**config.mk**
```make
export PLATFORM = sky130hd
export DESIGN_NAME = inst_decoder
export DESIGN_NICKNAME = d
export VERILOG_FILES = /design/src/common/core_pkg.sv /design/src/decode/inst_decoder.sv
export SDC_FILE = /design/constraint.sdc
export NUM_CORES = 1
export LEC_CHECK = 0
export ABC_AREA = 1
export BUFFER_PORTS_ARGS = -buffer_cell sky130_fd_sc_hd__buf_2
export CAP_MARGIN = 20
export CORE_UTILIZATION = 30
export DETAILED_ROUTE_END_ITERATION = 8
export GPL_ROUTABILITY_DRIVEN = 0
export GPL_TIMING_DRIVEN = 1
export PLACE_DENSITY = 0.75
export RECOVER_POWER = 100
export SYNTH_ARGS = -nofsm -noshare
export SYNTH_HDL_FRONTEND = slang
export SYNTH_SLANG_ARGS = --single-unit
```
**constraint.sdc**
```tcl
create_clock -name vclk -period 5.45
set_clock_uncertainty 0.2 [all_clocks]
set_input_delay 0.2725 -clock vclk [all_inputs]
set_output_delay 0.2725 -clock vclk [all_outputs]
set_load 0.05 [all_outputs]
```
**src/common/core_pkg.sv**
```systemverilog
//******************************
// core widths, opcodes, enums and the structs passed between units
//******************************
package core_pkg;

    localparam int XLEN           = 32;
    localparam int REG_ADDR_W     = 5;
    localparam logic [XLEN-1:0] RESET_PC = 32'h8000_0000;

    localparam int DMEM_WORDS     = 256;
    localparam int DMEM_IDX_W     = $clog2(DMEM_WORDS);

    localparam int RETIRE_CREDITS = 2;
    localparam int CREDIT_W       = $clog2(RETIRE_CREDITS + 1);

    // rv32i major opcodes
    localparam logic [6:0] OP_REG    = 7'b0110011;
    localparam logic [6:0] OP_IMM    = 7'b0010011;
    localparam logic [6:0] OP_LOAD   = 7'b0000011;
    localparam logic [6:0] OP_STORE  = 7'b0100011;
    localparam logic [6:0] OP_BRANCH = 7'b1100011;
    localparam logic [6:0] OP_JAL    = 7'b1101111;
    localparam logic [6:0] OP_JALR   = 7'b1100111;
    localparam logic [6:0] OP_LUI    = 7'b0110111;
    localparam logic [6:0] OP_AUIPC  = 7'b0010111;

    typedef enum logic [2:0] {
        TYPE_R,
        TYPE_I,
        TYPE_S,
        TYPE_B,
        TYPE_U,
        TYPE_J,
        TYPE_N  // unknown opcode
    } inst_type_e;

    typedef enum logic [3:0] {
        ALU_ADD,
        ALU_SUB,
        ALU_SLL,
        ALU_SLT,
        ALU_SLTU,
        ALU_XOR,
        ALU_SRL,
        ALU_SRA,
        ALU_OR,
        ALU_AND
    } alu_op_e;

    typedef struct packed {
        logic [6:0]            opcode;
        logic [2:0]            funct3;
        logic [REG_ADDR_W-1:0] rd;
        logic [REG_ADDR_W-1:0] rs1;
        logic [REG_ADDR_W-1:0] rs2;
        logic [XLEN-1:0]       imm;
        inst_type_e            inst_type;
        alu_op_e               alu_op;
    } decoded_t;

    typedef struct packed {
        logic [XLEN-1:0] addr;
    } fetch_req_t;

    typedef struct packed {
        logic [XLEN-1:0] inst;
    } fetch_resp_t;

    typedef struct packed {
        logic [XLEN-1:0]       pc;
        logic [XLEN-1:0]       inst;
        logic [REG_ADDR_W-1:0] rd;
        logic                  rd_we;
        logic [XLEN-1:0]       rd_wdata;
        logic [XLEN-1:0]       next_pc;
    } retire_t;

endpackage

```
**src/decode/inst_decoder.sv**
```systemverilog
//******************************
// instruction field split, format, immediate and alu op
//******************************
`timescale 1ns/1ps

module inst_decoder
    import core_pkg::*;
(
    input  logic [XLEN-1:0] inst,
    output decoded_t        dec
);

    logic [6:0] opcode;
    logic [6:0] funct7;
    logic [2:0] funct3;
    inst_type_e inst_type;
    alu_op_e    alu_op;
    logic [XLEN-1:0] imm;

    assign opcode = inst[6:0];
    assign funct3 = inst[14:12];
    assign funct7 = inst[31:25];

    always_comb begin
        case (opcode)
            OP_REG:                     inst_type = TYPE_R;
            OP_IMM, OP_LOAD, OP_JALR:   inst_type = TYPE_I;
            OP_STORE:                   inst_type = TYPE_S;
            OP_BRANCH:                  inst_type = TYPE_B;
            OP_LUI, OP_AUIPC:           inst_type = TYPE_U;
            OP_JAL:                     inst_type = TYPE_J;
            default:                    inst_type = TYPE_N;
        endcase
    end

    always_comb begin
        case (inst_type)
            TYPE_I:  imm = {{20{inst[31]}}, inst[31:20]};
            TYPE_S:  imm = {{20{inst[31]}}, inst[31:25], inst[11:7]};
            TYPE_B:  imm = {{20{inst[31]}}, inst[7], inst[30:25], inst[11:8], 1'b0};
            TYPE_U:  imm = {inst[31:12], 12'b0};
            TYPE_J:  imm = {{12{inst[31]}}, inst[19:12], inst[20], inst[30:21], 1'b0};
            default: imm = '0;
        endcase
    end

    // everything outside OP_REG/OP_IMM uses the adder
    always_comb begin
        alu_op = ALU_ADD;
        if (opcode == OP_REG || opcode == OP_IMM) begin
            case (funct3)
                3'b000:  alu_op = (inst_type == TYPE_R && funct7[5]) ? ALU_SUB : ALU_ADD;
                3'b001:  alu_op = ALU_SLL;
                3'b010:  alu_op = ALU_SLT;
                3'b011:  alu_op = ALU_SLTU;
                3'b100:  alu_op = ALU_XOR;
                3'b101:  alu_op = funct7[5] ? ALU_SRA : ALU_SRL;
                3'b110:  alu_op = ALU_OR;
                default: alu_op = ALU_AND;
            endcase
        end
    end

    always_comb begin
        dec.opcode    = opcode;
        dec.funct3    = funct3;
        dec.rd        = inst[11:7];
        dec.rs1       = inst[19:15];
        dec.rs2       = inst[24:20];
        dec.imm       = imm;
        dec.inst_type = inst_type;
        dec.alu_op    = alu_op;
    end

endmodule

```
==> metrics <==
Synth Area in Adders=1.17%; Ys Warns=0; post-route cell area=1300 sq um; Hold Vio Cnt, Final=0; mux contribution to synthesized area=0%; TritonRoute pass-1 iters=4; Cell Area, Synth=1070 sq um; critical path type=in -> out; total number of vias=1379; Met2 Routed Length=1360 um; syn_nets=233; slew at the pin with the worst max-slew slack=1.45 ns; peak supply drop=27.9 uV; Buf/Inv on CP=4; Crit path arrival time=3.36 ns; DR top layer=met4; Max stage delay cell, worst path=nor2_1; hold crit path type=in -> out; Unique masters post-synth=23; NumNets Final=302; Total Wirelength=2970 um; Critical Path End Type=output port; CP max FO=19; Fillers=417; Initial Util=31.6%; metal3 WL=187 um; WP depth=11; largest net degree at the start of global routing=20; dpl cell area=1380 sq um; Lkg Pwr=0.624 nW; run status=finished clean; setup bufs post-CTS=0; max frequency=261 MHz; Critical Path RT=4.98 ns; Layout area overhead=21.3%; chip width=61.8 um; Post-CTS Hold Buffers=0; Setup violations, final=0; DRT iter0 DRCs=53; post-route ant nets=0; DRC=0; Setup TNS=0 ns; GRT Total Usage=14.5%; total grt overflow=0; Die H=61.8 um; Sequential Area=0 sq um; Synth Area in XOR/XNOR=0%; first-pass GRT wire length=4490 um; vias in the first global route=1099; Most common cell on crit path=nor2_1; met1 WL=1410 um; CP cell instances=buf_2 -> nor2_2 -> nand2_1 -> nor2_1 -> inv_1 -> ha_1 -> nor2_1 -> inv_2 -> nand3_1 -> o21ai_0 -> clkbuf_1; diodes inserted=0; fin. max-slew vios=0; Slew HR=2.98%; hold-critical path depth=2; total power=0.0845 mW; Pwr per Cell Area=65.1 nW/um^2; post_cts resized=0; unrepaired setup endpoints after global routing=no; sequential area share after synthesis=0%; cell family contributing the most delay on the critical path=simple AND/OR/NAND/NOR gates; IO buf count=96; routed len/inst=9.48 um; main combinational cell family by area after synthesis=simple AND/OR/NAND/NOR gates; Post-DP HPWL=2480 um; io pins=96; Mean Syn Cell Area=5.36 sq um; clkbuf count=0; core footprint=3390 sq um; die area=3810 sq um; # rows=21; crit start category=input pin; layout cells sized above 1=25.1%; number of antenna violations at the first check in global routing=0; Crit path largest cell delay=1.09 ns; cell count after synthesis=200; Final period util=70.4%; Synth Area in Compound Gates=13.9%; clock period minus worst slack=3.84 ns; via-per-instance ratio=4.41; Simple-Gate Fraction of Synth Area=54.4%; most frequent cells in the layout=62 x nand2_1, 62 x clkbuf_1, 34 x buf_2, 22 x inv_1; FF+latch count=0; max-cap viol count=0
==> synthesized netlist by cell type, drive strengths merged <==
master / n / share of area [%]
nand4: 2 / 1.2
inv: 27 / 9.5
a21oi: 17 / 11
nand2: 69 / 27
buf: 29 / 21
nand3b: 1 / 0.70
o21bai: 1 / 1.1
ha: 1 / 1.2
a211oi: 1 / 0.70
nor2: 26 / 14
nand3: 18 / 9.3
o21ai: 3 / 1.4
nor4: 1 / 0.58
nor3: 4 / 1.9
==> per-layer routing <==
layer  up-vias  GRT usage (%)
met5         -              0
met4         0          0.952
met3         2          0.207
met2        59           25.0
met1       578           21.2
li1        740              -
==> final timing paths <==
| check | start | end | slack [ns] |
|---|---|---|---|
| max | inst[3] | dec[32] | 1.61 |
| min | inst[11] | dec[53] | 0.73 |
==> per-stage QoR <==
stage | cells | hold slack (ns) | setup WS (ns) | util [%]
final | 313 | 0.730 | 1.61 | 38.3
after floorplan | 200 | 0.512 | 2.46 | -
after global placement | 313 | 0.647 | 2.52 | 40.8
after detailed placement | 313 | 0.648 | 2.48 | 40.8
after global routing | 313 | 0.740 | 1.31 | 38.3
after CTS | 313 | 0.648 | 2.46 | 40.8
==> kinds of logic after synthesis <==
| family | count (synthesis) |
|---|---|
| compound gates | 22 |
| buf+inv | 56 |
| fa+ha+maj | 1 |
| simple gates | 121 |
==> power by group <==
| part | internal (mW) | switching, mW | total (mW) |
|---|---|---|---|
| registers | 0 | 0 | 0 |
| logic | 0.0179 | 0.0666 | 0.0845 |
| clock network | 0 | 0 | 0 |
==> area by class of cell <==
class / instances / area, sq um / area share, %
Inverter: 27 / 101 / 7.80
Multi-Input combinational cell: 144 / 737 / 56.7
Tap cell: 46 / 57.6 / 4.43
Timing Repair Buffer: 96 / 403 / 31.0
No activity file was read; power rests on OpenSTA's default activity.
