## config.mk

```make
export PLATFORM = sky130hd
export DESIGN_NAME = reg_file
export DESIGN_NICKNAME = d
export VERILOG_FILES = /design/src/common/core_pkg.sv /design/src/source/reg_file.sv
export SDC_FILE = /design/constraint.sdc
export NUM_CORES = 2
export LEC_CHECK = 0
export ABC_CLOCK_PERIOD_IN_PS = 44100
export BUFFER_PORTS_ARGS = -buffer_cell sky130_fd_sc_hd__buf_2
export CAP_MARGIN = 20
export CELL_PAD_IN_SITES_DETAIL_PLACEMENT = 1
export CELL_PAD_IN_SITES_GLOBAL_PLACEMENT = 2
export CORE_ASPECT_RATIO = 2
export CORE_MARGIN = 8
export CORE_UTILIZATION = 40
export DETAILED_ROUTE_END_ITERATION = 6
export PLACE_DENSITY = 0.69
export SYNTH_ARGS = -nofsm -noshare
export SYNTH_HDL_FRONTEND = slang
export SYNTH_SLANG_ARGS = --single-unit
```

## constraint.sdc

```tcl
create_clock -name clk -period 44.1 [get_ports clk]
set_input_delay 8.82 -clock clk [delete_from_list [all_inputs] [get_ports clk]]
set_output_delay 8.82 -clock clk [all_outputs]
set_load 0.1 [all_outputs]
```

## src/common/core_pkg.sv

```systemverilog
//******************************
// core widths, opcodes, enums and the structs passed between units
//******************************
package core_pkg;

    localparam int XLEN           = 32;
    localparam int REG_ADDR_W     = 5;
    localparam logic [XLEN-1:0] RESET_PC = 32'h8000_0000;

    localparam int DMEM_WORDS     = 256;
    localparam int DMEM_IDX_W     = $clog2(DMEM_WORDS);

    localparam int RETIRE_CREDITS = 2;
    localparam int CREDIT_W       = $clog2(RETIRE_CREDITS + 1);

    // rv32i major opcodes
    localparam logic [6:0] OP_REG    = 7'b0110011;
    localparam logic [6:0] OP_IMM    = 7'b0010011;
    localparam logic [6:0] OP_LOAD   = 7'b0000011;
    localparam logic [6:0] OP_STORE  = 7'b0100011;
    localparam logic [6:0] OP_BRANCH = 7'b1100011;
    localparam logic [6:0] OP_JAL    = 7'b1101111;
    localparam logic [6:0] OP_JALR   = 7'b1100111;
    localparam logic [6:0] OP_LUI    = 7'b0110111;
    localparam logic [6:0] OP_AUIPC  = 7'b0010111;

    typedef enum logic [2:0] {
        TYPE_R,
        TYPE_I,
        TYPE_S,
        TYPE_B,
        TYPE_U,
        TYPE_J,
        TYPE_N  // unknown opcode
    } inst_type_e;

    typedef enum logic [3:0] {
        ALU_ADD,
        ALU_SUB,
        ALU_SLL,
        ALU_SLT,
        ALU_SLTU,
        ALU_XOR,
        ALU_SRL,
        ALU_SRA,
        ALU_OR,
        ALU_AND
    } alu_op_e;

    typedef struct packed {
        logic [6:0]            opcode;
        logic [2:0]            funct3;
        logic [REG_ADDR_W-1:0] rd;
        logic [REG_ADDR_W-1:0] rs1;
        logic [REG_ADDR_W-1:0] rs2;
        logic [XLEN-1:0]       imm;
        inst_type_e            inst_type;
        alu_op_e               alu_op;
    } decoded_t;

    typedef struct packed {
        logic [XLEN-1:0] addr;
    } fetch_req_t;

    typedef struct packed {
        logic [XLEN-1:0] inst;
    } fetch_resp_t;

    typedef struct packed {
        logic [XLEN-1:0]       pc;
        logic [XLEN-1:0]       inst;
        logic [REG_ADDR_W-1:0] rd;
        logic                  rd_we;
        logic [XLEN-1:0]       rd_wdata;
        logic [XLEN-1:0]       next_pc;
    } retire_t;

endpackage

```

## src/source/reg_file.sv

```systemverilog
//******************************
// 32 x 32 register file, 2R1W
//******************************
`timescale 1ns/1ps

module reg_file
    import core_pkg::*;
(
    input  logic                  clk,
    input  logic                  reset,
    input  logic [REG_ADDR_W-1:0] raddr1,
    input  logic [REG_ADDR_W-1:0] raddr2,
    output logic [XLEN-1:0]       rdata1,
    output logic [XLEN-1:0]       rdata2,
    input  logic                  we,
    input  logic [REG_ADDR_W-1:0] waddr,
    input  logic [XLEN-1:0]       wdata
);

    logic [XLEN-1:0] regs [32];

    always_ff @(posedge clk or posedge reset) begin
        if (reset) begin
            for (int i = 0; i < 32; i++)
                regs[i] <= '0;
        end else if (we && waddr != '0) begin
            regs[waddr] <= wdata;
        end
    end

    assign rdata1 = (raddr1 == '0) ? '0 : regs[raddr1];  // x0 hardwired
    assign rdata2 = (raddr2 == '0) ? '0 : regs[raddr2];

endmodule

```

==> run summary <==
floorplan row count - 192
setup TNS - 0 ns
CTS tree - done
top flop regs - regs (1024)
full die area - 150000 µm²
Slew Limit Fails - 0
asr flop ratio synth - 100%
Area Overhead vs Synth - 9.43%
unrepaired setup endpoints after global routing - no
core footprint - 136000 µm²
Peak supply drop - 0.0000279 V
Num Clock Sinks - 1024
All-Layer GR Usage - 26.8%
Die Wd - 278 µm
Flop pwr share - 45.0%
syn_area_per_cell - 14.8 µm²
Final period util - 50.7%
WP data required - 35.28 ns
Clock Path Buffers - 3
hold buffer count at CTS - 0
mux share of post-synthesis cell area - 42.6%
cell with the most instances after synthesis - mux2_2
number of buffers created by CTS - 96
Worst-Skew Late Latency - 0.70 ns
H-tree Lvls - 3
XOR/XNOR Fraction of Synth Area - 0%
final hold vios - 0
Hold/Removal Path Class - reg2reg
buffer count from post-CTS setup fixing - 0
Initial DRC Count - 2487
Netlist cell types - 48
Most flops, register - regs
clk root buf - clkbuf_16
post-route ant nets - 0
first-pass GRT wire length - 292000 µm
Post-CTS Resized - 0
drt wl/cell - 37.4 µm
initial antenna violation count - 18
adder-cell area share of the yosys netlist - 0%
Design Power - 2.81 mW
nature of the critical path startpoint - primary input
Final Wtd Congestion - 0.767
Area contributors post-synth - dfrtp_1, mux2_2, mux4_2
combinational power share - 22.1%
Max Clk Rate - 44.7 MHz
Synth Area in Compound Gates - 4.46%
1st-pass router iterations - 5
Initial Util - 40.1%
Setup CP Type - in2out
Syn Inst Count - 3692
internal power - 1.96 mW
DRC Markers - 0
register area - 25600 µm²
simple-gate share of the synthesized area - 2.06%
Switch Pwr - 850 µW
final net count - 3619
most common library cells after synthesis - mux2_2, dfrtp_1, mux4_2
I/O pins - 114
Max Cap Viol - 0
via count - 35400
CP Capture Type - output pin
Tmin final - 22.38 ns
PortBufs - 113
share of layout cells above drive strength 1 - 50.8%
status - completed
P per Cell Area - 46.9 nW/µm²
synthesized area - 54700 µm²
Worst-Margin Slew - 1.17 ns
EDFF count, synth - 0
Static Leak - 26.0 nW
DRT Wirelength - 202000 µm
multi-input logic area - 27200 µm²
fin area - 59900 µm²
Clock Power Share - 32.9%
clock transition at the registers of the reported paths - 0.07 ns
crit path DAT - 13.56 ns
Filler Cell Count - 13300
largest family of logic cells by synthesized area - multiplexers
top-area cell type share of the netlist area - 46.8%
Via density - 6.56
crit-path max FO - 63
pin count of the biggest net entering global routing - 112
Post-synth top flop - dfrtp_1
Synth area leader - dfrtp_1
Rel. slew slack - 21.0%
Setup Skew - 0 ns
gr ovfl total - 0
Sw Share - 30.2%
sequential share of the synthesized area - 46.8%
Cell Area, Placed - 56300 µm²
Syn. warnings - 0
Net Count, Synth - 3742
vias in the first global route - 38700
Final setup viols - 0
max reg flops - 1024
Die H - 539 µm
register bit total from synthesis - 1024
hpwl dp - 113000 µm
cell usage in the layout (no fill, tap or decap), drive strengths merged, types with 32 or more instances in the layout:
master	Yosys	routed
clkbuf	228	126
mux2i	271	271
a21oi	43	43
mux4	397	397
a22o	42	42
buf	199	205
dfrtp	1024	1024
a2111oi	32	32
nor2b	42	42
o22ai	40	40
mux2	1037	1037
nor3	33	33
a22oi	77	77
a211oi	37	37
nand2	41	41
worst max-delay path, stage by stage:
cell     delay [ns]
buf_8          0.46
buf_4          0.68
buf_4          0.87
buf_4          0.56
mux4_2         0.56
and2_1         0.17
o32ai_1        0.48
nor4_1         0.15
buf_2          0.20
buf_4          0.13
buf_2          0.28
path summary, 6_finish.rpt:
check / end / cells past startpoint / startpoint / slack, ns
setup / recovery: rdata2[23] / 11 / raddr2[1] / 21.72
hold / removal: regs[1011] / 0 / regs[1011] / 0.40
setup reg to reg: regs[203] / 1 / regs[203] / 43.27
hold reg to reg: regs[1011] / 0 / regs[1011] / 0.40
max in group asynchronous: regs[774] / 5 / reset / 32.79
min in group asynchronous: regs[385] / 2 / reset / 8.26
power groups by stage:
stage / Clock [mW] / Combinational (mW) / Sequential (mW)
2_1_floorplan: 0 / 0.509 / 1.22
3_3_place_gp: 0 / 0.608 / 1.27
3_5_place_dp: 0 / 0.623 / 1.28
4_1_cts: 0.944 / 0.625 / 1.26
5_1_grt: 0.975 / 0.662 / 1.29
6_report: 0.924 / 0.622 / 1.27
kinds of logic after synthesis:
| kind of cell | Yosys count |
|---|---|
| AO/OA/AOI/OAI | 326 |
| multiplexers | 1705 |
| buffers and inverters | 430 |
| flip-flops | 1024 |
| AND/OR/NAND/NOR | 207 |
final cells by class:
| cell class | count | share of cell area (%) |
|---|---|---|
| diodes | 5 | 0.0209 |
| clock buffers | 125 | 4.44 |
| clock inverters | 53 | 1.28 |
| inverters | 3 | 0.0313 |
| multi-input cells | 2238 | 45.4 |
| flip-flops and latches | 1024 | 42.8 |
| well taps | 1746 | 3.65 |
| repair buffers | 206 | 2.37 |
layer usage:
metal  vias to the layer above  GRT usage [%]  wire length [µm]
met2                      1240           45.6            101000
met1                     19700           32.8             78000
met3                       483           4.44             11400
met4                        16           13.2             11500
met5                         -              0               100
li1                      14000              -                 -
stage by stage:
| stage | worst slack (ns) | util, % | hold WS [ns] | std cells |
|---|---|---|---|---|
| 5_1_grt | 21.28 | 43.9 | 0.415 | 5396 |
| 6_report | 21.72 | 43.9 | 0.398 | 5400 |
| 4_1_cts | 21.42 | 43.8 | 0.401 | 5390 |
| 3_3_place_gp | 21.11 | 41.3 | 0.378 | 5211 |
| 2_1_floorplan | 6.46 | - | 0.441 | 3692 |
| 3_5_place_dp | 21.43 | 41.3 | 0.387 | 5212 |
Power figures use the tool's default switching activity.
