===== config.mk =====
export PLATFORM = sky130hd
export DESIGN_NAME = retire_unit
export DESIGN_NICKNAME = d
export VERILOG_FILES = /design/src/common/core_pkg.sv /design/src/source/retire_unit.sv
export SDC_FILE = /design/constraint.sdc
export NUM_CORES = 1
export LEC_CHECK = 0
export BUFFER_PORTS_ARGS = -buffer_cell sky130_fd_sc_hd__buf_2
export CAP_MARGIN = 10
export CORE_AREA = 2 2 155 157
export DETAILED_ROUTE_END_ITERATION = 6
export DIE_AREA = 0 0 157 159
export SLEW_MARGIN = 20
export SYNTH_ARGS = -nofsm -noshare
export SYNTH_HDL_FRONTEND = slang
export SYNTH_SLANG_ARGS = --single-unit

===== constraint.sdc =====
create_clock -name clk -period 10.35 [get_ports clk]
set_clock_uncertainty 0.1 [all_clocks]
set_input_delay 0.5175 -clock clk [delete_from_list [all_inputs] [get_ports clk]]
set_output_delay 0.5175 -clock clk [all_outputs]
set_load 0.01 [all_outputs]

===== src/common/core_pkg.sv =====
//******************************
// core widths, opcodes, enums and the structs passed between units
//******************************
package core_pkg;

    localparam int XLEN           = 32;
    localparam int REG_ADDR_W     = 5;
    localparam logic [XLEN-1:0] RESET_PC = 32'h8000_0000;

    localparam int DMEM_WORDS     = 256;
    localparam int DMEM_IDX_W     = $clog2(DMEM_WORDS);

    localparam int RETIRE_CREDITS = 2;
    localparam int CREDIT_W       = $clog2(RETIRE_CREDITS + 1);

    // rv32i major opcodes
    localparam logic [6:0] OP_REG    = 7'b0110011;
    localparam logic [6:0] OP_IMM    = 7'b0010011;
    localparam logic [6:0] OP_LOAD   = 7'b0000011;
    localparam logic [6:0] OP_STORE  = 7'b0100011;
    localparam logic [6:0] OP_BRANCH = 7'b1100011;
    localparam logic [6:0] OP_JAL    = 7'b1101111;
    localparam logic [6:0] OP_JALR   = 7'b1100111;
    localparam logic [6:0] OP_LUI    = 7'b0110111;
    localparam logic [6:0] OP_AUIPC  = 7'b0010111;

    typedef enum logic [2:0] {
        TYPE_R,
        TYPE_I,
        TYPE_S,
        TYPE_B,
        TYPE_U,
        TYPE_J,
        TYPE_N  // unknown opcode
    } inst_type_e;

    typedef enum logic [3:0] {
        ALU_ADD,
        ALU_SUB,
        ALU_SLL,
        ALU_SLT,
        ALU_SLTU,
        ALU_XOR,
        ALU_SRL,
        ALU_SRA,
        ALU_OR,
        ALU_AND
    } alu_op_e;

    typedef struct packed {
        logic [6:0]            opcode;
        logic [2:0]            funct3;
        logic [REG_ADDR_W-1:0] rd;
        logic [REG_ADDR_W-1:0] rs1;
        logic [REG_ADDR_W-1:0] rs2;
        logic [XLEN-1:0]       imm;
        inst_type_e            inst_type;
        alu_op_e               alu_op;
    } decoded_t;

    typedef struct packed {
        logic [XLEN-1:0] addr;
    } fetch_req_t;

    typedef struct packed {
        logic [XLEN-1:0] inst;
    } fetch_resp_t;

    typedef struct packed {
        logic [XLEN-1:0]       pc;
        logic [XLEN-1:0]       inst;
        logic [REG_ADDR_W-1:0] rd;
        logic                  rd_we;
        logic [XLEN-1:0]       rd_wdata;
        logic [XLEN-1:0]       next_pc;
    } retire_t;

endpackage


===== src/source/retire_unit.sv =====
//******************************
// writeback select, retire credits, retire record
//******************************
`timescale 1ns/1ps

module retire_unit
    import core_pkg::*;
(
    input  logic            clk,
    input  logic            reset,
    input  decoded_t        dec,
    input  logic [XLEN-1:0] pc,
    input  logic [XLEN-1:0] inst,
    input  logic [XLEN-1:0] alu_result,
    input  logic [XLEN-1:0] load_data,
    input  logic [XLEN-1:0] next_pc,
    input  logic            lsu_done,
    input  logic            credit_return,
    output logic            retire_fire,
    output logic            rf_we,
    output logic [XLEN-1:0] rf_wdata,
    output logic            retire_valid,
    output retire_t         retire
);

    logic [CREDIT_W-1:0] credits;
    logic                wb_en;

    always_comb begin
        if (dec.opcode == OP_LOAD)
            rf_wdata = load_data;
        else if (dec.opcode == OP_JAL || dec.opcode == OP_JALR)
            rf_wdata = pc + 32'd4;  // link
        else
            rf_wdata = alu_result;
    end

    assign wb_en = (dec.inst_type inside {TYPE_R, TYPE_I, TYPE_U, TYPE_J}) && (dec.rd != '0);

    assign retire_fire = lsu_done && (credits != '0);
    assign rf_we       = retire_fire && wb_en;

    always_ff @(posedge clk or posedge reset) begin
        if (reset) begin
            credits      <= CREDIT_W'(RETIRE_CREDITS);
            retire_valid <= 1'b0;
        end else begin
            case ({retire_fire, credit_return})
                2'b10:   credits <= credits - 1'b1;
                2'b01:   credits <= credits + 1'b1;
                default: credits <= credits;
            endcase
            retire_valid <= retire_fire;
        end
    end

    always_ff @(posedge clk) begin
        if (retire_fire) begin
            retire.pc       <= pc;
            retire.inst     <= inst;
            retire.rd       <= dec.rd;
            retire.rd_we    <= wb_en;
            retire.rd_wdata <= wb_en ? rf_wdata : '0;
            retire.next_pc  <= next_pc;
        end
    end

    // environment must not hand back credits it never took
    assert property (@(posedge clk) disable iff (reset) credits <= RETIRE_CREDITS)
        else $error("retire credit count above %0d", RETIRE_CREDITS);

endmodule


==> metrics.md <==
| Metric | Value |
|---|---|
| Gpl congestion | 0.809 |
| Bufs on Longest Clock Path | 2 |
| Hold wc startpoint | next_pc[10] |
| Antenna cells | 0 |
| Skew-Pair Late Insertion Delay | 0.41 ns |
| Crit path from | pc[2] |
| Worst r2r path cells | 3 |
| Post-synthesis xor/xnor area fraction | 3.13% |
| DR vias | 4,673 |
| Maximum VDD drop | 0.000119 V |
| Ranking of synthesized cells by area | edfxtp_1 72%, a22oi_1 2.0%, and2_1 1.9% |
| # fillers | 2,291 |
| Worst setup EP type | output port |
| Int Power | 1180 uW |
| Register area | 4100 sq um |
| Sequential share of power | 46.2% |
| Synth Area in Adders | 0.447% |
| Largest net degree at the start of global routing | 75 |
| Clock transition at the registers of the reported paths | 0.07 ns |
| Fin crit share | 31.9% |
| PnR worst setup slack | 7.04 ns |
| Top cell type's share of synthesized area | 71.9% |
| H-tree depth | 4 |
| Synth area leader | edfxtp_1 |
| Port Buf Inserts | 345 |
| Synth Cell Area | 5600 sq um |
| Die area | 25,000 sq um |
| Pleak | 0.00352 uW |
| Die width | 157 microns |
| WS Path Type | primary input to output port |
| Cts bufs inserted | 17 |
| Max Slew Vio Count | 0 |
| DRC | 0 |
| Syn Inst Count | 381 |
| Vias per cell | 4.37 |
| CP startpoint kind | primary input |
| Multiplexer area fraction after synthesis | 0.536% |
| Area growth syn-to-layout | 48.1% |
| Least-Margin Pin Slew | 0.939 ns |
| Multi-input gate area | 1420 sq um |
| PD cells | 202 nW/um^2 |
| Clock power share | 34.6% |
| Sequential element share of the synthesized area | 73.2% |
| RSZ-0062 raised after global routing | false |
| Hold WC Path Type | primary input to register |
| First-pass GRT wire length | 28.8 mm |
| Final net count | 967 |
| Overall die height | 159 microns |
| Clock Tree Root | clkbuf_16 |
| Fmax | 0.302 GHz |
| Vias in the first global route | 4,622 |
| Relative slew margins | 37.4% |
| Pre-Repair DR Iteration Count | 4 |
| Commonest non-fill, non-tap cell in the layout | buf_2 |
| Asr flop ratio synth | 2.19% |
| Largest family of logic cells by synthesized area | simple AND/OR/NAND/NOR gates |
| Starting density of the core | 24.1% |
| Primary FF master, synth | edfxtp_1 |
| GRT Util Overall | 15.8% |
| Max-Cap Viols | 0 |
| Initial antenna violation count | 2 |
| Share of layout cells above drive strength 1 | 52.5% |
| Syn Nets | 611 |
| Avg WL per Cell | 18.7 microns |
| Fin crit period | 3.31 ns |
| Core box area | 23,200 sq um |
| Required @ worst endpoint | 9.73 ns |
| Combinational share of power | 19.2% |
| Sw Ratio | 29.7% |
| Sw power | 498 uW |
| Setup violations, final | 0 |
| Number of distinct library cells after synthesis | 44 |
| Pre-CTS setup slack | 7.00 ns |
| Hold Fails Final Rpt | 0 |
| Hold-critical path depth | 1 |
| Syn_area_per_cell | 14.7 sq um |
| TNS Setup | 0 ns |
| TritonCTS clock tree | built |
| Most frequent cells in the layout | 345 x buf_2, 134 x edfxtp_1, 22 x nor2_1, 22 x nand2_1, 18 x a21oi_1 |
| Initial drt markers | 235 |
| FP Rows | 56 |
| Status | completed |
| GRT overflow | 0 |
| Post-Synth Simple-Gate Area | 12.0% |
| Crit path arrival time | 2.69 ns |
| Synth Area in Compound Gates | 9.14% |
| Crit Path Max Fanout | 8 |
| Final wirelength | 20.0 mm |
| FF+latch count, synth | 137 |
| Half-perimeter wire length after placement | 15.2 mm |
| Num Clock Sinks | 137 |
| Yosys warns | 0 |
| Worst reg2reg startpoint | credits[1] |
| Number of synthesized flops with an enable pin | 134 |
| Reg-to-reg setup timing slack | 7.62 ns |
| Post-route ant nets | 0 |
| # IOs | 397 |
-- critical path: stages --
cell and delay (ns):
buf_2 0.14, ha_1 0.25, nand4_1 0.28, nor4_4 0.65, nor3b_1 0.30, mux2i_1 0.32
nand2_1 0.08, buf_2 0.14
-- worst paths after layout --
check / to
hold reg to reg: credits[0]
hold / removal: retire[10]
setup / recovery: rf_wdata[26]
max in group asynchronous: credits[1]
min in group asynchronous: retire_valid
setup reg to reg: retire[81]
-- synthesized netlist by cell type (2+ instances only) --
cell	number
a211oi_1	9
a21oi_1	18
a22oi_1	15
a31oi_1	8
and2_1	17
and3_1	6
clkbuf_1	13
dfrtp_1	2
edfxtp_1	134
ha_1	2
inv_1	7
mux2i_1	3
nand2_1	22
nand3_1	15
nand4_1	12
nor2_1	22
nor3_1	6
nor4_1	2
nor4_4	3
o21ai_0	14
o22ai_1	8
or3_1	2
or4_4	2
xnor2_1	10
xor2_1	10
-- metrics by stage --
| step | cells | util [%] | cell area, sq um | total power [uW] | hold slack (ns) |
|---|---|---|---|---|---|
| detailed placement | 1036 | 33.3 | 7720 | 1120 | 0.282 |
| floorplan | 381 | - | 5600 | 943 | 0.170 |
| global route | 1069 | 35.7 | 8290 | 1760 | 0.145 |
| global placement | 1036 | 33.3 | 7720 | 1110 | 0.283 |
| CTS | 1069 | 35.7 | 8290 | 1710 | 0.147 |
| finish | 1069 | 35.7 | 8290 | 1680 | 0.173 |
-- cells by family after synthesis --
logic type | count (synthesis)
compound gates | 81
xor+xnor | 20
fa+ha+maj | 2
buf+inv | 22
flops | 137
mux | 3
simple gates | 116
-- per-layer routing --
layer / wire length [microns] / vias to the layer above / GRT usage, %
met5: 13 / - / 0
met1: 8330 / 2203 / 19.9
met2: 9750 / 242 / 26.6
met4: 226 / 2 / 3.59
met3: 1640 / 16 / 4.79
li1: - / 2210 / -
-- registers in the layout, summed over array words and instances, names as in the netlist --
register / flops
credits: 2
retire_valid: 1
retire: 134
-- power groups by stage --
stage / Sequential [uW] / Combinational, uW / Clock, uW
after floorplan: 860 / 83.1 / 0
after global placement: 784 / 328 / 0
after detailed placement: 787 / 329 / 0
after CTS: 776 / 330 / 602
after global routing: 787 / 354 / 624
final: 775 / 323 / 580
-- layout make-up --
| type | instances | share of cell area, % |
|---|---|---|
| well taps | 319 | 4.82 |
| inverters | 7 | 0.377 |
| clock inverters | 14 | 1.55 |
| flip-flops and latches | 137 | 49.5 |
| repair buffers | 352 | 21.5 |
| clock buffers | 18 | 5.18 |
| multi-input cells | 222 | 17.1 |
-- what timing repair did --
action | CTS | global route
resized for setup | 0 | 0
setup buffers | 0 | 0
endpoints found under the hold margin | 2 | 0
hold buffers | 1 | 0
(Power assumes the default switching activity.)
