`src/common/core_pkg.sv`:
```
//******************************
// core widths, opcodes, enums and the structs passed between units
//******************************
package core_pkg;

    localparam int XLEN           = 32;
    localparam int REG_ADDR_W     = 5;
    localparam logic [XLEN-1:0] RESET_PC = 32'h8000_0000;

    localparam int DMEM_WORDS     = 256;
    localparam int DMEM_IDX_W     = $clog2(DMEM_WORDS);

    localparam int RETIRE_CREDITS = 2;
    localparam int CREDIT_W       = $clog2(RETIRE_CREDITS + 1);

    // rv32i major opcodes
    localparam logic [6:0] OP_REG    = 7'b0110011;
    localparam logic [6:0] OP_IMM    = 7'b0010011;
    localparam logic [6:0] OP_LOAD   = 7'b0000011;
    localparam logic [6:0] OP_STORE  = 7'b0100011;
    localparam logic [6:0] OP_BRANCH = 7'b1100011;
    localparam logic [6:0] OP_JAL    = 7'b1101111;
    localparam logic [6:0] OP_JALR   = 7'b1100111;
    localparam logic [6:0] OP_LUI    = 7'b0110111;
    localparam logic [6:0] OP_AUIPC  = 7'b0010111;

    typedef enum logic [2:0] {
        TYPE_R,
        TYPE_I,
        TYPE_S,
        TYPE_B,
        TYPE_U,
        TYPE_J,
        TYPE_N  // unknown opcode
    } inst_type_e;

    typedef enum logic [3:0] {
        ALU_ADD,
        ALU_SUB,
        ALU_SLL,
        ALU_SLT,
        ALU_SLTU,
        ALU_XOR,
        ALU_SRL,
        ALU_SRA,
        ALU_OR,
        ALU_AND
    } alu_op_e;

    typedef struct packed {
        logic [6:0]            opcode;
        logic [2:0]            funct3;
        logic [REG_ADDR_W-1:0] rd;
        logic [REG_ADDR_W-1:0] rs1;
        logic [REG_ADDR_W-1:0] rs2;
        logic [XLEN-1:0]       imm;
        inst_type_e            inst_type;
        alu_op_e               alu_op;
    } decoded_t;

    typedef struct packed {
        logic [XLEN-1:0] addr;
    } fetch_req_t;

    typedef struct packed {
        logic [XLEN-1:0] inst;
    } fetch_resp_t;

    typedef struct packed {
        logic [XLEN-1:0]       pc;
        logic [XLEN-1:0]       inst;
        logic [REG_ADDR_W-1:0] rd;
        logic                  rd_we;
        logic [XLEN-1:0]       rd_wdata;
        logic [XLEN-1:0]       next_pc;
    } retire_t;

endpackage

```
`src/fetch/fetch_unit.sv`:
```
//******************************
// pc register, fetch request and instruction capture
//******************************
`timescale 1ns/1ps

module fetch_unit
    import core_pkg::*;
(
    input  logic            clk,
    input  logic            reset,
    output logic            fetch_req_valid,
    output fetch_req_t      fetch_req,
    input  logic            fetch_resp_valid,
    input  fetch_resp_t     fetch_resp,
    input  logic            retire_fire,
    input  logic [XLEN-1:0] next_pc,
    output logic [XLEN-1:0] pc,
    output logic [XLEN-1:0] inst,
    output logic            inst_valid
);

    logic req_pending;
    logic issue;  // request goes out on the next clock

    always_ff @(posedge clk or posedge reset) begin
        if (reset) begin
            pc          <= RESET_PC;
            req_pending <= 1'b0;
            issue       <= 1'b1;
            inst_valid  <= 1'b0;
        end else begin
            if (issue)
                req_pending <= 1'b1;
            else if (fetch_resp_valid)
                req_pending <= 1'b0;

            if (fetch_resp_valid) begin
                inst_valid <= 1'b1;
            end else if (retire_fire) begin
                inst_valid <= 1'b0;
                pc         <= next_pc;  // latched before the retired write lands
            end

            issue <= retire_fire;
        end
    end

    always_ff @(posedge clk) begin
        if (fetch_resp_valid)
            inst <= fetch_resp.inst;
    end

    assign fetch_req_valid = req_pending;
    assign fetch_req.addr  = pc;

    // single outstanding request, the environment never answers unasked
    assert property (@(posedge clk) disable iff (reset) fetch_resp_valid |-> req_pending)
        else $error("fetch response without a pending request");

endmodule

```
`config.mk`:
```
export PLATFORM = sky130hd
export DESIGN_NAME = fetch_unit
export DESIGN_NICKNAME = d
export VERILOG_FILES = /design/src/common/core_pkg.sv /design/src/fetch/fetch_unit.sv
export SDC_FILE = /design/constraint.sdc
export NUM_CORES = 1
export LEC_CHECK = 0
export ABC_AREA = 0
export ABC_CLOCK_PERIOD_IN_PS = 1300
export BUFFER_PORTS_ARGS = -buffer_cell sky130_fd_sc_hd__buf_2
export CORE_UTILIZATION = 23
export CTS_BUF_LIST = sky130_fd_sc_hd__clkbuf_4 sky130_fd_sc_hd__clkbuf_8
export DETAILED_ROUTE_END_ITERATION = 8
export PLACE_DENSITY = 0.44
export SLEW_MARGIN = 15
export SYNTH_ARGS = -nofsm -noshare
export SYNTH_HDL_FRONTEND = slang
export SYNTH_SLANG_ARGS = --single-unit
```
`constraint.sdc`:
```
create_clock -name clk -period 1.3 [get_ports clk]
set_input_delay 0.13 -clock clk [delete_from_list [all_inputs] [get_ports clk]]
set_output_delay 0.13 -clock clk [all_outputs]
set_load 0.1 [all_outputs]
```
==> impl_metrics.tcl, run 1 <==
set metrics [dict create \
    relSlewSlack 0.668 \
    clock_path_buffers 2 \
    grt_overflow 0 \
    post-route-min-period_ps 1300 \
    core_um2 11100 \
    ys_ff_latch 67 \
    hold_class "in -> reg" \
    h-tree-depth 3 \
    drc 0 \
    ant_nets 0 \
    p_leak_nw 2.06 \
    hold_path_depth 2 \
    postLayoutCoreUtil 0.403 \
    cpMaxStageDelayCell "dfstp_4" \
    seq_area_um2 1880 \
    ys_seq_area_frac 0.691 \
    finalSetupViolCount 2 \
    wl_per_cell_um 13.5 \
    worst_clock_skew_ps 9.46 \
    layout-drive-gt1-share 0.731 \
    diodes 0 \
    rows 38 \
    cp.required_ps 1170 \
    p_per_area_nw_per_um2 1940 \
    grt_pass1_wl_um 8840 \
    cp-end-kind "primary output" \
    grt_use_met2 0.165 \
    violations "negative setup slack" \
    clk-insertion-delay-late_ps 340 \
    cts_sinks 67 \
    grt_setup_unrepaired "yes" \
    initialDrtViolationCount 68 \
    synth_nets 209 \
    finalWeightedCongestion 0.622 \
    finalCritPeriodShare 1.00 \
    crit_chain "buf_12" \
    die_area_um2 12000 \
    instances_no_fill 486 \
    dr.pass1.iters 4 \
    start_util 0.240 \
    reg2reg_to "fetch_req[31]$_DFFE_PP1P_" \
    yosysWarnings 0 \
    worst_pin_slew_ps 502 \
    vias_per_cell 3.76 \
    pre_cts_ws_ps 183 \
    fillCellCount 1042 \
    met1_usage 0.117 \
    ios 166 \
    status "finished with violations" \
    crit_buf_inv 1 \
    final-max-slew-violation-count 0 \
    start_kind "flop" \
    netlist_instances 141 \
    syn2layout_area_growth_pct 67.8 \
    syn_area_um2 2660 \
    setup_slack_ps -4.58 \
    arrival_ps 1170 \
    cts_inserted_buffers 9 \
    setup.reg_to_reg.worst_slack_ps 440 \
    path_class "reg -> out" \
    max_cap_violations 0 \
    busiest_layer "met2" \
    hold_viol 0 \
    crit-reg2reg-launch "fetch_req[31]$_DFFE_PP1P_" \
    avgSynthCellArea_um2 18.9 \
    grt_pass1_vias 1767 \
    use_met3 0.0373 \
    die_height_um 110 \
    synth.distinct_cells 12 \
    die_x_um 110 \
    final_net_count 409 \
    grt.total_usage 0.101 \
    ir_worst_vdd_mv 0.839 \
    crit_start "fetch_req[31]$_DFFE_PP1P_" \
    routed_wl_um 6550 \
    dr_total_vias 1825 \
    hold_end "fetch_req[28]$_DFFE_PP0P_" \
    antenna_found_initial 0 \
    io_buffers 165 \
    crit_fanout 3 \
    fmax_ghz 0.767 \
    root_buffer "clkbuf_8" \
    cts_tree "yes" \
    r2r_cells 1 \
    dp_hpwl_um 4150 \
    clk_pin_slew_worst_paths_ps 80 \
    grt_max_degree 36 \
    critPathMaxStageDelay_ps 660 \
    min-delay-start "next_pc[28]" \
    cp_top_family "flip-flops" \
    multi_input_area_um2 499 \
    dp.cells 414 \
]
==> synth_stat cells <==
master / number / area share
mux2_2: 2 / 0.0085
buf_4: 32 / 0.090
a21o_1: 1 / 0.0028
edfxtp_1: 32 / 0.36
buf_6: 1 / 0.0042
dfstp_2: 2 / 0.020
buf_12: 3 / 0.023
o21ai_0: 1 / 0.0019
inv_1: 3 / 0.0042
mux2_4: 30 / 0.17
dfrtp_1: 33 / 0.31
nor2b_4: 1 / 0.0052
==> report_power, final <==
group          total (mW)  switching [mW]  internal [mW]  leakage [nW]
Combinational        3.99            3.15          0.846          1.26
Sequential           2.66           0.160           2.50         0.688
Clock                1.99           0.896           1.10         0.111
==> area by class of cell <==
class                   count  area share
well taps                 140      0.0392
clock buffers               9      0.0277
clock inverters             7      0.0221
inverters                   3     0.00252
flip-flops and latches     67       0.421
multi-input cells          35       0.112
repair buffers            225       0.375
==> cells by family after synthesis <==
family	Yosys count	synth area share
AOI/OAI and AO/OA	2	0.00470
buffers and inverters	39	0.121
DFF	67	0.691
muxes	32	0.178
and+or+nand+nor	1	0.00517
==> placed cells by master, fill, tap and decap left out <==
cell type / instances
buf_2: 99
dlygate4sd3_1: 53
buf_4: 34
edfxtp_1: 32
dfrtp_2: 31
clkbuf_4: 31
mux2_4: 30
clkbuf_8: 9
buf_12: 5
inv_1: 3
inv_6: 3
mux2_2: 2
bufinv_16: 2
clkbuf_16: 2
dfrtp_1: 2
nor2b_4: 1
a21o_1: 1
o21ai_0: 1
clkinvlp_4: 1
clkinv_2: 1
dfstp_4: 1
dlymetal6s4s_1: 1
dfstp_2: 1
==> per-stage QoR <==
step / instance area, um2 / hold slack [ps] / total power, mW / TNS [ps]
after floorplan: 2700 / 134 / 6.02 / 0
after global placement: 3480 / 256 / 6.39 / 0
after detailed placement: 3480 / 262 / 6.39 / 0
after CTS: 4300 / 1.02 / 8.66 / -142
after global routing: 4470 / 4.35 / 8.97 / -198
final: 4470 / 23.4 / 8.65 / -8.22
==> flip-flops by register name, indices dropped and copies added (netlist names) <==
signal           count
fetch_req_valid      1
fetch_req           32
inst_valid           1
inst                32
issue                1
==> how the worst max path moves through the flow <==
stage                                     endpoint  cells past startpoint  slack (ps)
after global routing                 fetch_req[18]                      1         -50
final                                       pc[31]                      1          -5
after CTS                            fetch_req[18]                      1         -40
after floorplan                             pc[31]                      1          50
after global placement    fetch_req[8]$_DFFE_PP0P_                      4         200
after detailed placement  fetch_req[7]$_DFFE_PP0P_                      4         180
==> metal layers <==
layer | up-vias | wire [um] | share of wire
met3 | 7 | 540 | 0.082
met5 | - | 0 | 0
met2 | 97 | 3140 | 0.48
li1 | 858 | - | -
met4 | 0 | 89 | 0.014
met1 | 863 | 2780 | 0.42
==> what timing repair did <==
item                                   CTS  global route
buffers inserted                         0             1
setup endpoints to repair               36            66
endpoints found under the hold margin   84             2
cloned                                   0             2
hold buffers                            52             2
gates resized for setup                 32            32
Power figures use the tool's default switching activity.
==> run 2: changes to the inputs <==
--- a/config.mk
+++ b/config.mk
@@ -9,7 +9,7 @@
 export ABC_CLOCK_PERIOD_IN_PS = 1300
 export BUFFER_PORTS_ARGS = -buffer_cell sky130_fd_sc_hd__buf_2
 export CORE_UTILIZATION = 23
-export CTS_BUF_LIST = sky130_fd_sc_hd__clkbuf_4 sky130_fd_sc_hd__clkbuf_8
+export CTS_BUF_LIST = sky130_fd_sc_hd__clkbuf_16
 export DETAILED_ROUTE_END_ITERATION = 8
 export PLACE_DENSITY = 0.44
 export SLEW_MARGIN = 15
==> run 2 against run 1 <==
The run now ends clean. First-iteration DRC count rose by 51%. Count of clock-buffer cells in the layout did not move. Total power rose by 5.1%. Via count fell by 5.0%. Routed wire length fell by 8.1%. Hold slack improved by 1.3 ps. Register-to-register slack barely moved. Die area did not move. Flip-flop and latch count did not move. Largest power group unchanged. Sequential power barely moved. Clock skew fell by 3.9 ps. Clock power rose by 34%.
==> impl_metrics.tcl, run 2 (synthesis results as in run 1) <==
set metrics [dict create \
    status "completed" \
    cp-end-kind "primary output" \
    final_cell_mix "buf_2, dlygate4sd3_1, edfxtp_1, dfrtp_2, mux2_4" \
    cp_top_family "flip-flops" \
    clk-insertion-delay-late_ps 330 \
    routed_wl_um 6020 \
    relSlewSlack 0.668 \
    max_cap_violations 0 \
    root_buffer "clkbuf_16" \
    rows 38 \
    ios 166 \
    crit_buf_inv 1 \
    p_comb_frac 0.416 \
    diodes 0 \
    postLayoutCoreUtil 0.375 \
    final_common_cell "buf_2" \
    holdWs_ps 24.7 \
    p_per_area_nw_per_um2 2190 \
    finalCritPeriodShare 0.984 \
    post-route-min-period_ps 1280 \
    switchingPower_mw 4.24 \
    cts_tree "yes" \
    post_cts.repair.setup_buffers 0 \
    ir_worst_vdd_mv 0.853 \
    crit_fanout 3 \
    h-tree-depth 3 \
    dr_total_vias 1733 \
    grt_pass1_wl_um 8590 \
    start_util 0.240 \
    intPower_mw 4.85 \
    initialDrtViolationCount 103 \
    final_net_count 387 \
    clockPowerShare 0.293 \
    hold_class "in -> reg" \
    grt_setup_unrepaired "yes" \
    drc 0 \
    dp.cells 414 \
    final-max-slew-violation-count 0 \
    totalPowerFinal_mw 9.09 \
    worst_clock_skew_ps 5.54 \
    cpMaxStageDelayCell "dfstp_4" \
    arrival_ps 1150 \
    critPathMaxStageDelay_ps 650 \
    syn2layout_area_growth_pct 56.2 \
    grt_overflow 0 \
    path_class "reg -> out" \
    cts_inserted_buffers 9 \
    fmax_ghz 0.782 \
    instances_no_fill 464 \
    finalSetupViolCount 0 \
    core_um2 11100 \
    worst_pin_slew_ps 502 \
    dr.pass1.iters 3 \
    die_x_um 110 \
    hold_viol 0 \
    fin_tns_setup_ps 0 \
    grt_pass1_vias 1671 \
    crit_chain "buf_12" \
    ant_nets 0 \
    p_sw_frac 0.466 \
    finalWeightedCongestion 0.622 \
    grt.total_usage 0.0976 \
    start_kind "flop" \
    antenna_found_initial 0 \
    die_area_um2 12000 \
    p_leak_nw 1.94 \
    dp_hpwl_um 4150 \
    grt_max_degree 36 \
    wl_per_cell_um 13.0 \
    io_buffers 165 \
    layout-drive-gt1-share 0.775 \
    cp.required_ps 1170 \
    clock_path_buffers 2 \
    die_height_um 110 \
    cts_sinks 67 \
    vias_per_cell 3.73 \
    clk_pin_slew_worst_paths_ps 70 \
    seqPwrFrac 0.292 \
]
run 2: cell count changes in the layout (fill, tap and decap cells not counted), sizes merged:
cell | previous run | this run
clkbuf | 42 | 15
buf | 138 | 163
dlygate4sd3 | 53 | 34
dlymetal6s4s | 1 | 0
run 2: area by class of cell:
| class | instances | area [um2] |
|---|---|---|
| Fill cell | 1074 | 6920 |
| Sequential cell | 67 | 1880 |
| Tap cell | 140 | 175 |
| Clock inverter | 7 | 98.8 |
| Timing Repair Buffer | 203 | 1270 |
| Inverter | 3 | 11.3 |
| Multi-Input combinational cell | 35 | 499 |
| Clock buffer | 9 | 225 |
run 2: power by group through the flow:
| stage | combinational [mW] | sequential, mW | clock, mW |
|---|---|---|---|
| after CTS | 3.78 | 2.66 | 2.76 |
| after floorplan | 1.63 | 4.39 | 0 |
| after global placement | 3.70 | 2.69 | 0 |
| after global routing | 3.88 | 2.69 | 2.88 |
| after detailed placement | 3.70 | 2.69 | 0 |
| final | 3.78 | 2.65 | 2.66 |
run 2: per-layer routing:
metal	part of all wire	wire [um]	track usage	vias up
met5	0	0	0	-
li1	-	-	-	816
met2	0.47	2810	0.155	101
met1	0.42	2530	0.117	807
met3	0.099	594	0.0403	9
met4	0.014	87	0.0400	0
run 2: final timing paths:
check | cells past startpoint | end | slack [ps] | from
setup / recovery | 1 | pc[31] | 20 | fetch_req[31]$_DFFE_PP1P_
hold / removal | 2 | fetch_req[1]$_DFFE_PP0P_ | 20 | next_pc[1]
setup reg to reg | 1 | fetch_req[31]$_DFFE_PP1P_ | 450 | fetch_req[31]$_DFFE_PP1P_
hold reg to reg | 1 | fetch_req_valid$_DFFE_PP0P_ | 490 | fetch_req_valid$_DFFE_PP0P_
max in group asynchronous | 4 | fetch_req[12]$_DFFE_PP0P_ | 500 | reset
min in group asynchronous | 4 | fetch_req[1]$_DFFE_PP0P_ | 440 | reset
run 2: what timing repair did:
item / in CTS / in global routing
setup endpoints to repair: 4 / 12
hold endpoints to repair: 66 / 0
resized for setup: 0 / 6
hold buffers: 34 / 0
run 2: stage by stage:
| stage | cell area, um2 | setup WS [ps] |
|---|---|---|
| finish | 4160 | 20.5 |
| global route | 4160 | -21.6 |
| CTS | 4140 | -2.76 |
| detailed placement | 3480 | 183 |
| global placement | 3480 | 197 |
| floorplan | 2700 | 54.0 |
==> run 3: changes to the inputs <==
--- a/config.mk
+++ b/config.mk
@@ -12,6 +12,7 @@
 export CTS_BUF_LIST = sky130_fd_sc_hd__clkbuf_16
 export DETAILED_ROUTE_END_ITERATION = 8
 export PLACE_DENSITY = 0.44
+export RECOVER_POWER = 25
 export SLEW_MARGIN = 15
 export SYNTH_ARGS = -nofsm -noshare
 export SYNTH_HDL_FRONTEND = slang
==> run 3 against run 2 <==
First-iteration DRC count is 1.9% higher. Clock skew hardly changed. Cell count stayed put. Die area stayed put. Final area is 0.12% lower. Count of clock-buffer cells in the layout stayed put. Routed wire length is 0.23% lower. Largest cell class unchanged. Register-to-register slack hardly changed. Global-route usage stayed put. Critical endpoint unchanged. Via count hardly changed.
==> impl_metrics.tcl, run 3 (synthesis results as in run 1) <==
set metrics [dict create \
    hold_viol 0 \
    cp-end-kind "primary output" \
    p_leak_nw 1.94 \
    start_kind "flop" \
    clock_path_buffers 2 \
    crit_fanout 3 \
    final_net_count 387 \
    post-route-min-period_ps 1280 \
    grt_overflow 0 \
    layout-drive-gt1-share 0.769 \
    finalSetupViolCount 0 \
    ir_worst_vdd_mv 0.853 \
    final_cell_mix "buf_2, dlygate4sd3_1, edfxtp_1, dfrtp_2, mux2_4" \
    root_buffer "clkbuf_16" \
    start_util 0.240 \
    grt_setup_unrepaired "yes" \
    drc 0 \
    relSlewSlack 0.471 \
    crit_buf_inv 1 \
    worst_pin_slew_ps 794 \
    die_height_um 110 \
    wl_per_cell_um 12.9 \
    finalWeightedCongestion 0.622 \
    ios 166 \
    grt_pass1_wl_um 8590 \
    initialDrtViolationCount 105 \
    clk_pin_slew_worst_paths_ps 70 \
    clk-insertion-delay-late_ps 330 \
    core_um2 11100 \
    io_buffers 165 \
    antenna_found_initial 0 \
    holdWs_ps 24.8 \
    arrival_ps 1150 \
    cts_inserted_buffers 9 \
    final_common_cell "buf_2" \
    fmax_ghz 0.782 \
    routed_wl_um 6010 \
    totalPowerFinal_mw 9.08 \
    hold_class "in -> reg" \
    grt_max_degree 36 \
    dr_total_vias 1734 \
    fin_tns_setup_ps 0 \
    cts_tree "yes" \
    die_area_um2 12000 \
    status "completed" \
    ant_nets 0 \
    cp_top_family "flip-flops" \
    path_class "reg -> out" \
    syn2layout_area_growth_pct 56.0 \
    postLayoutCoreUtil 0.375 \
    fillCellCount 1074 \
    post_cts.repair.setup_buffers 0 \
    max_cap_violations 0 \
    finalCritPeriodShare 0.984 \
    h-tree-depth 3 \
    die_x_um 110 \
    diodes 0 \
    grt_pass1_vias 1671 \
    final-max-slew-violation-count 0 \
    crit_chain "buf_12" \
    grt.total_usage 0.0976 \
    p_per_area_nw_per_um2 2190 \
    dr.pass1.iters 3 \
    cpMaxStageDelayCell "dfstp_4" \
    setup_slack_ps 20.6 \
    vias_per_cell 3.74 \
    cp.required_ps 1170 \
    pre_cts_ws_ps 183 \
    dp_hpwl_um 4150 \
    cts_sinks 67 \
    rows 38 \
    worst_clock_skew_ps 5.59 \
    critPathMaxStageDelay_ps 650 \
]
[run 3: cell count changes in the layout (fill, tap and decap cells not counted)]
cell / change
buf_4: -1
clkbuf_1: +2
buf_2: -2
clkbuf_2: +1
[run 3: timing repair]
| action | in CTS | in global routing |
|---|---|---|
| hold buffers | 34 | 0 |
| resized for setup | 0 | 6 |
| pin swaps | 0 | 0 |
| endpoints found under the hold margin | 66 | 0 |
| endpoints found under the setup margin | 4 | 12 |
[run 3: area by class of cell]
cell class              instances  area [um2]  share of cell area
clock inverters                 7        98.8              0.0238
flip-flops and latches         67        1880               0.453
well taps                     140         175              0.0422
repair buffers                203        1260               0.304
inverters                       3        11.3             0.00271
multi-input cells              35         499               0.120
clock buffers                   9         225              0.0542
[run 3: power breakdown]
| group | switching, mW | internal [mW] |
|---|---|---|
| clock | 0.963 | 1.70 |
| combinational | 3.13 | 0.646 |
| sequential | 0.144 | 2.51 |
| total | 4.23 | 4.85 |
[run 3: worst paths after layout]
path                                              from                     endpoint  slack, ps  depth (start not counted)
max                          fetch_req[31]$_DFFE_PP1P_                       pc[31]         20                          1
min                                         next_pc[1]     fetch_req[1]$_DFFE_PP0P_         20                          2
max reg2reg                  fetch_req[31]$_DFFE_PP1P_    fetch_req[31]$_DFFE_PP1P_        450                          1
min reg2reg                fetch_req_valid$_DFFE_PP0P_  fetch_req_valid$_DFFE_PP0P_        480                          1
max in group asynchronous                        reset    fetch_req[12]$_DFFE_PP0P_        500                          4
min in group asynchronous                        reset     fetch_req[1]$_DFFE_PP0P_        440                          4
[run 3: layer usage]
metal,global-route usage,vias to the layer above,share of wire
li1,-,816,-
met1,0.117,808,0.42
met2,0.155,101,0.47
met3,0.0403,9,0.098
met4,0.0400,0,0.014
met5,0,-,0
[run 3: through the flow]
step | instances | cell area, um2
4_1_cts | 464 | 4140
3_5_place_dp | 414 | 3480
5_1_grt | 464 | 4150
3_3_place_gp | 414 | 3480
6_report | 464 | 4150
2_1_floorplan | 141 | 2700
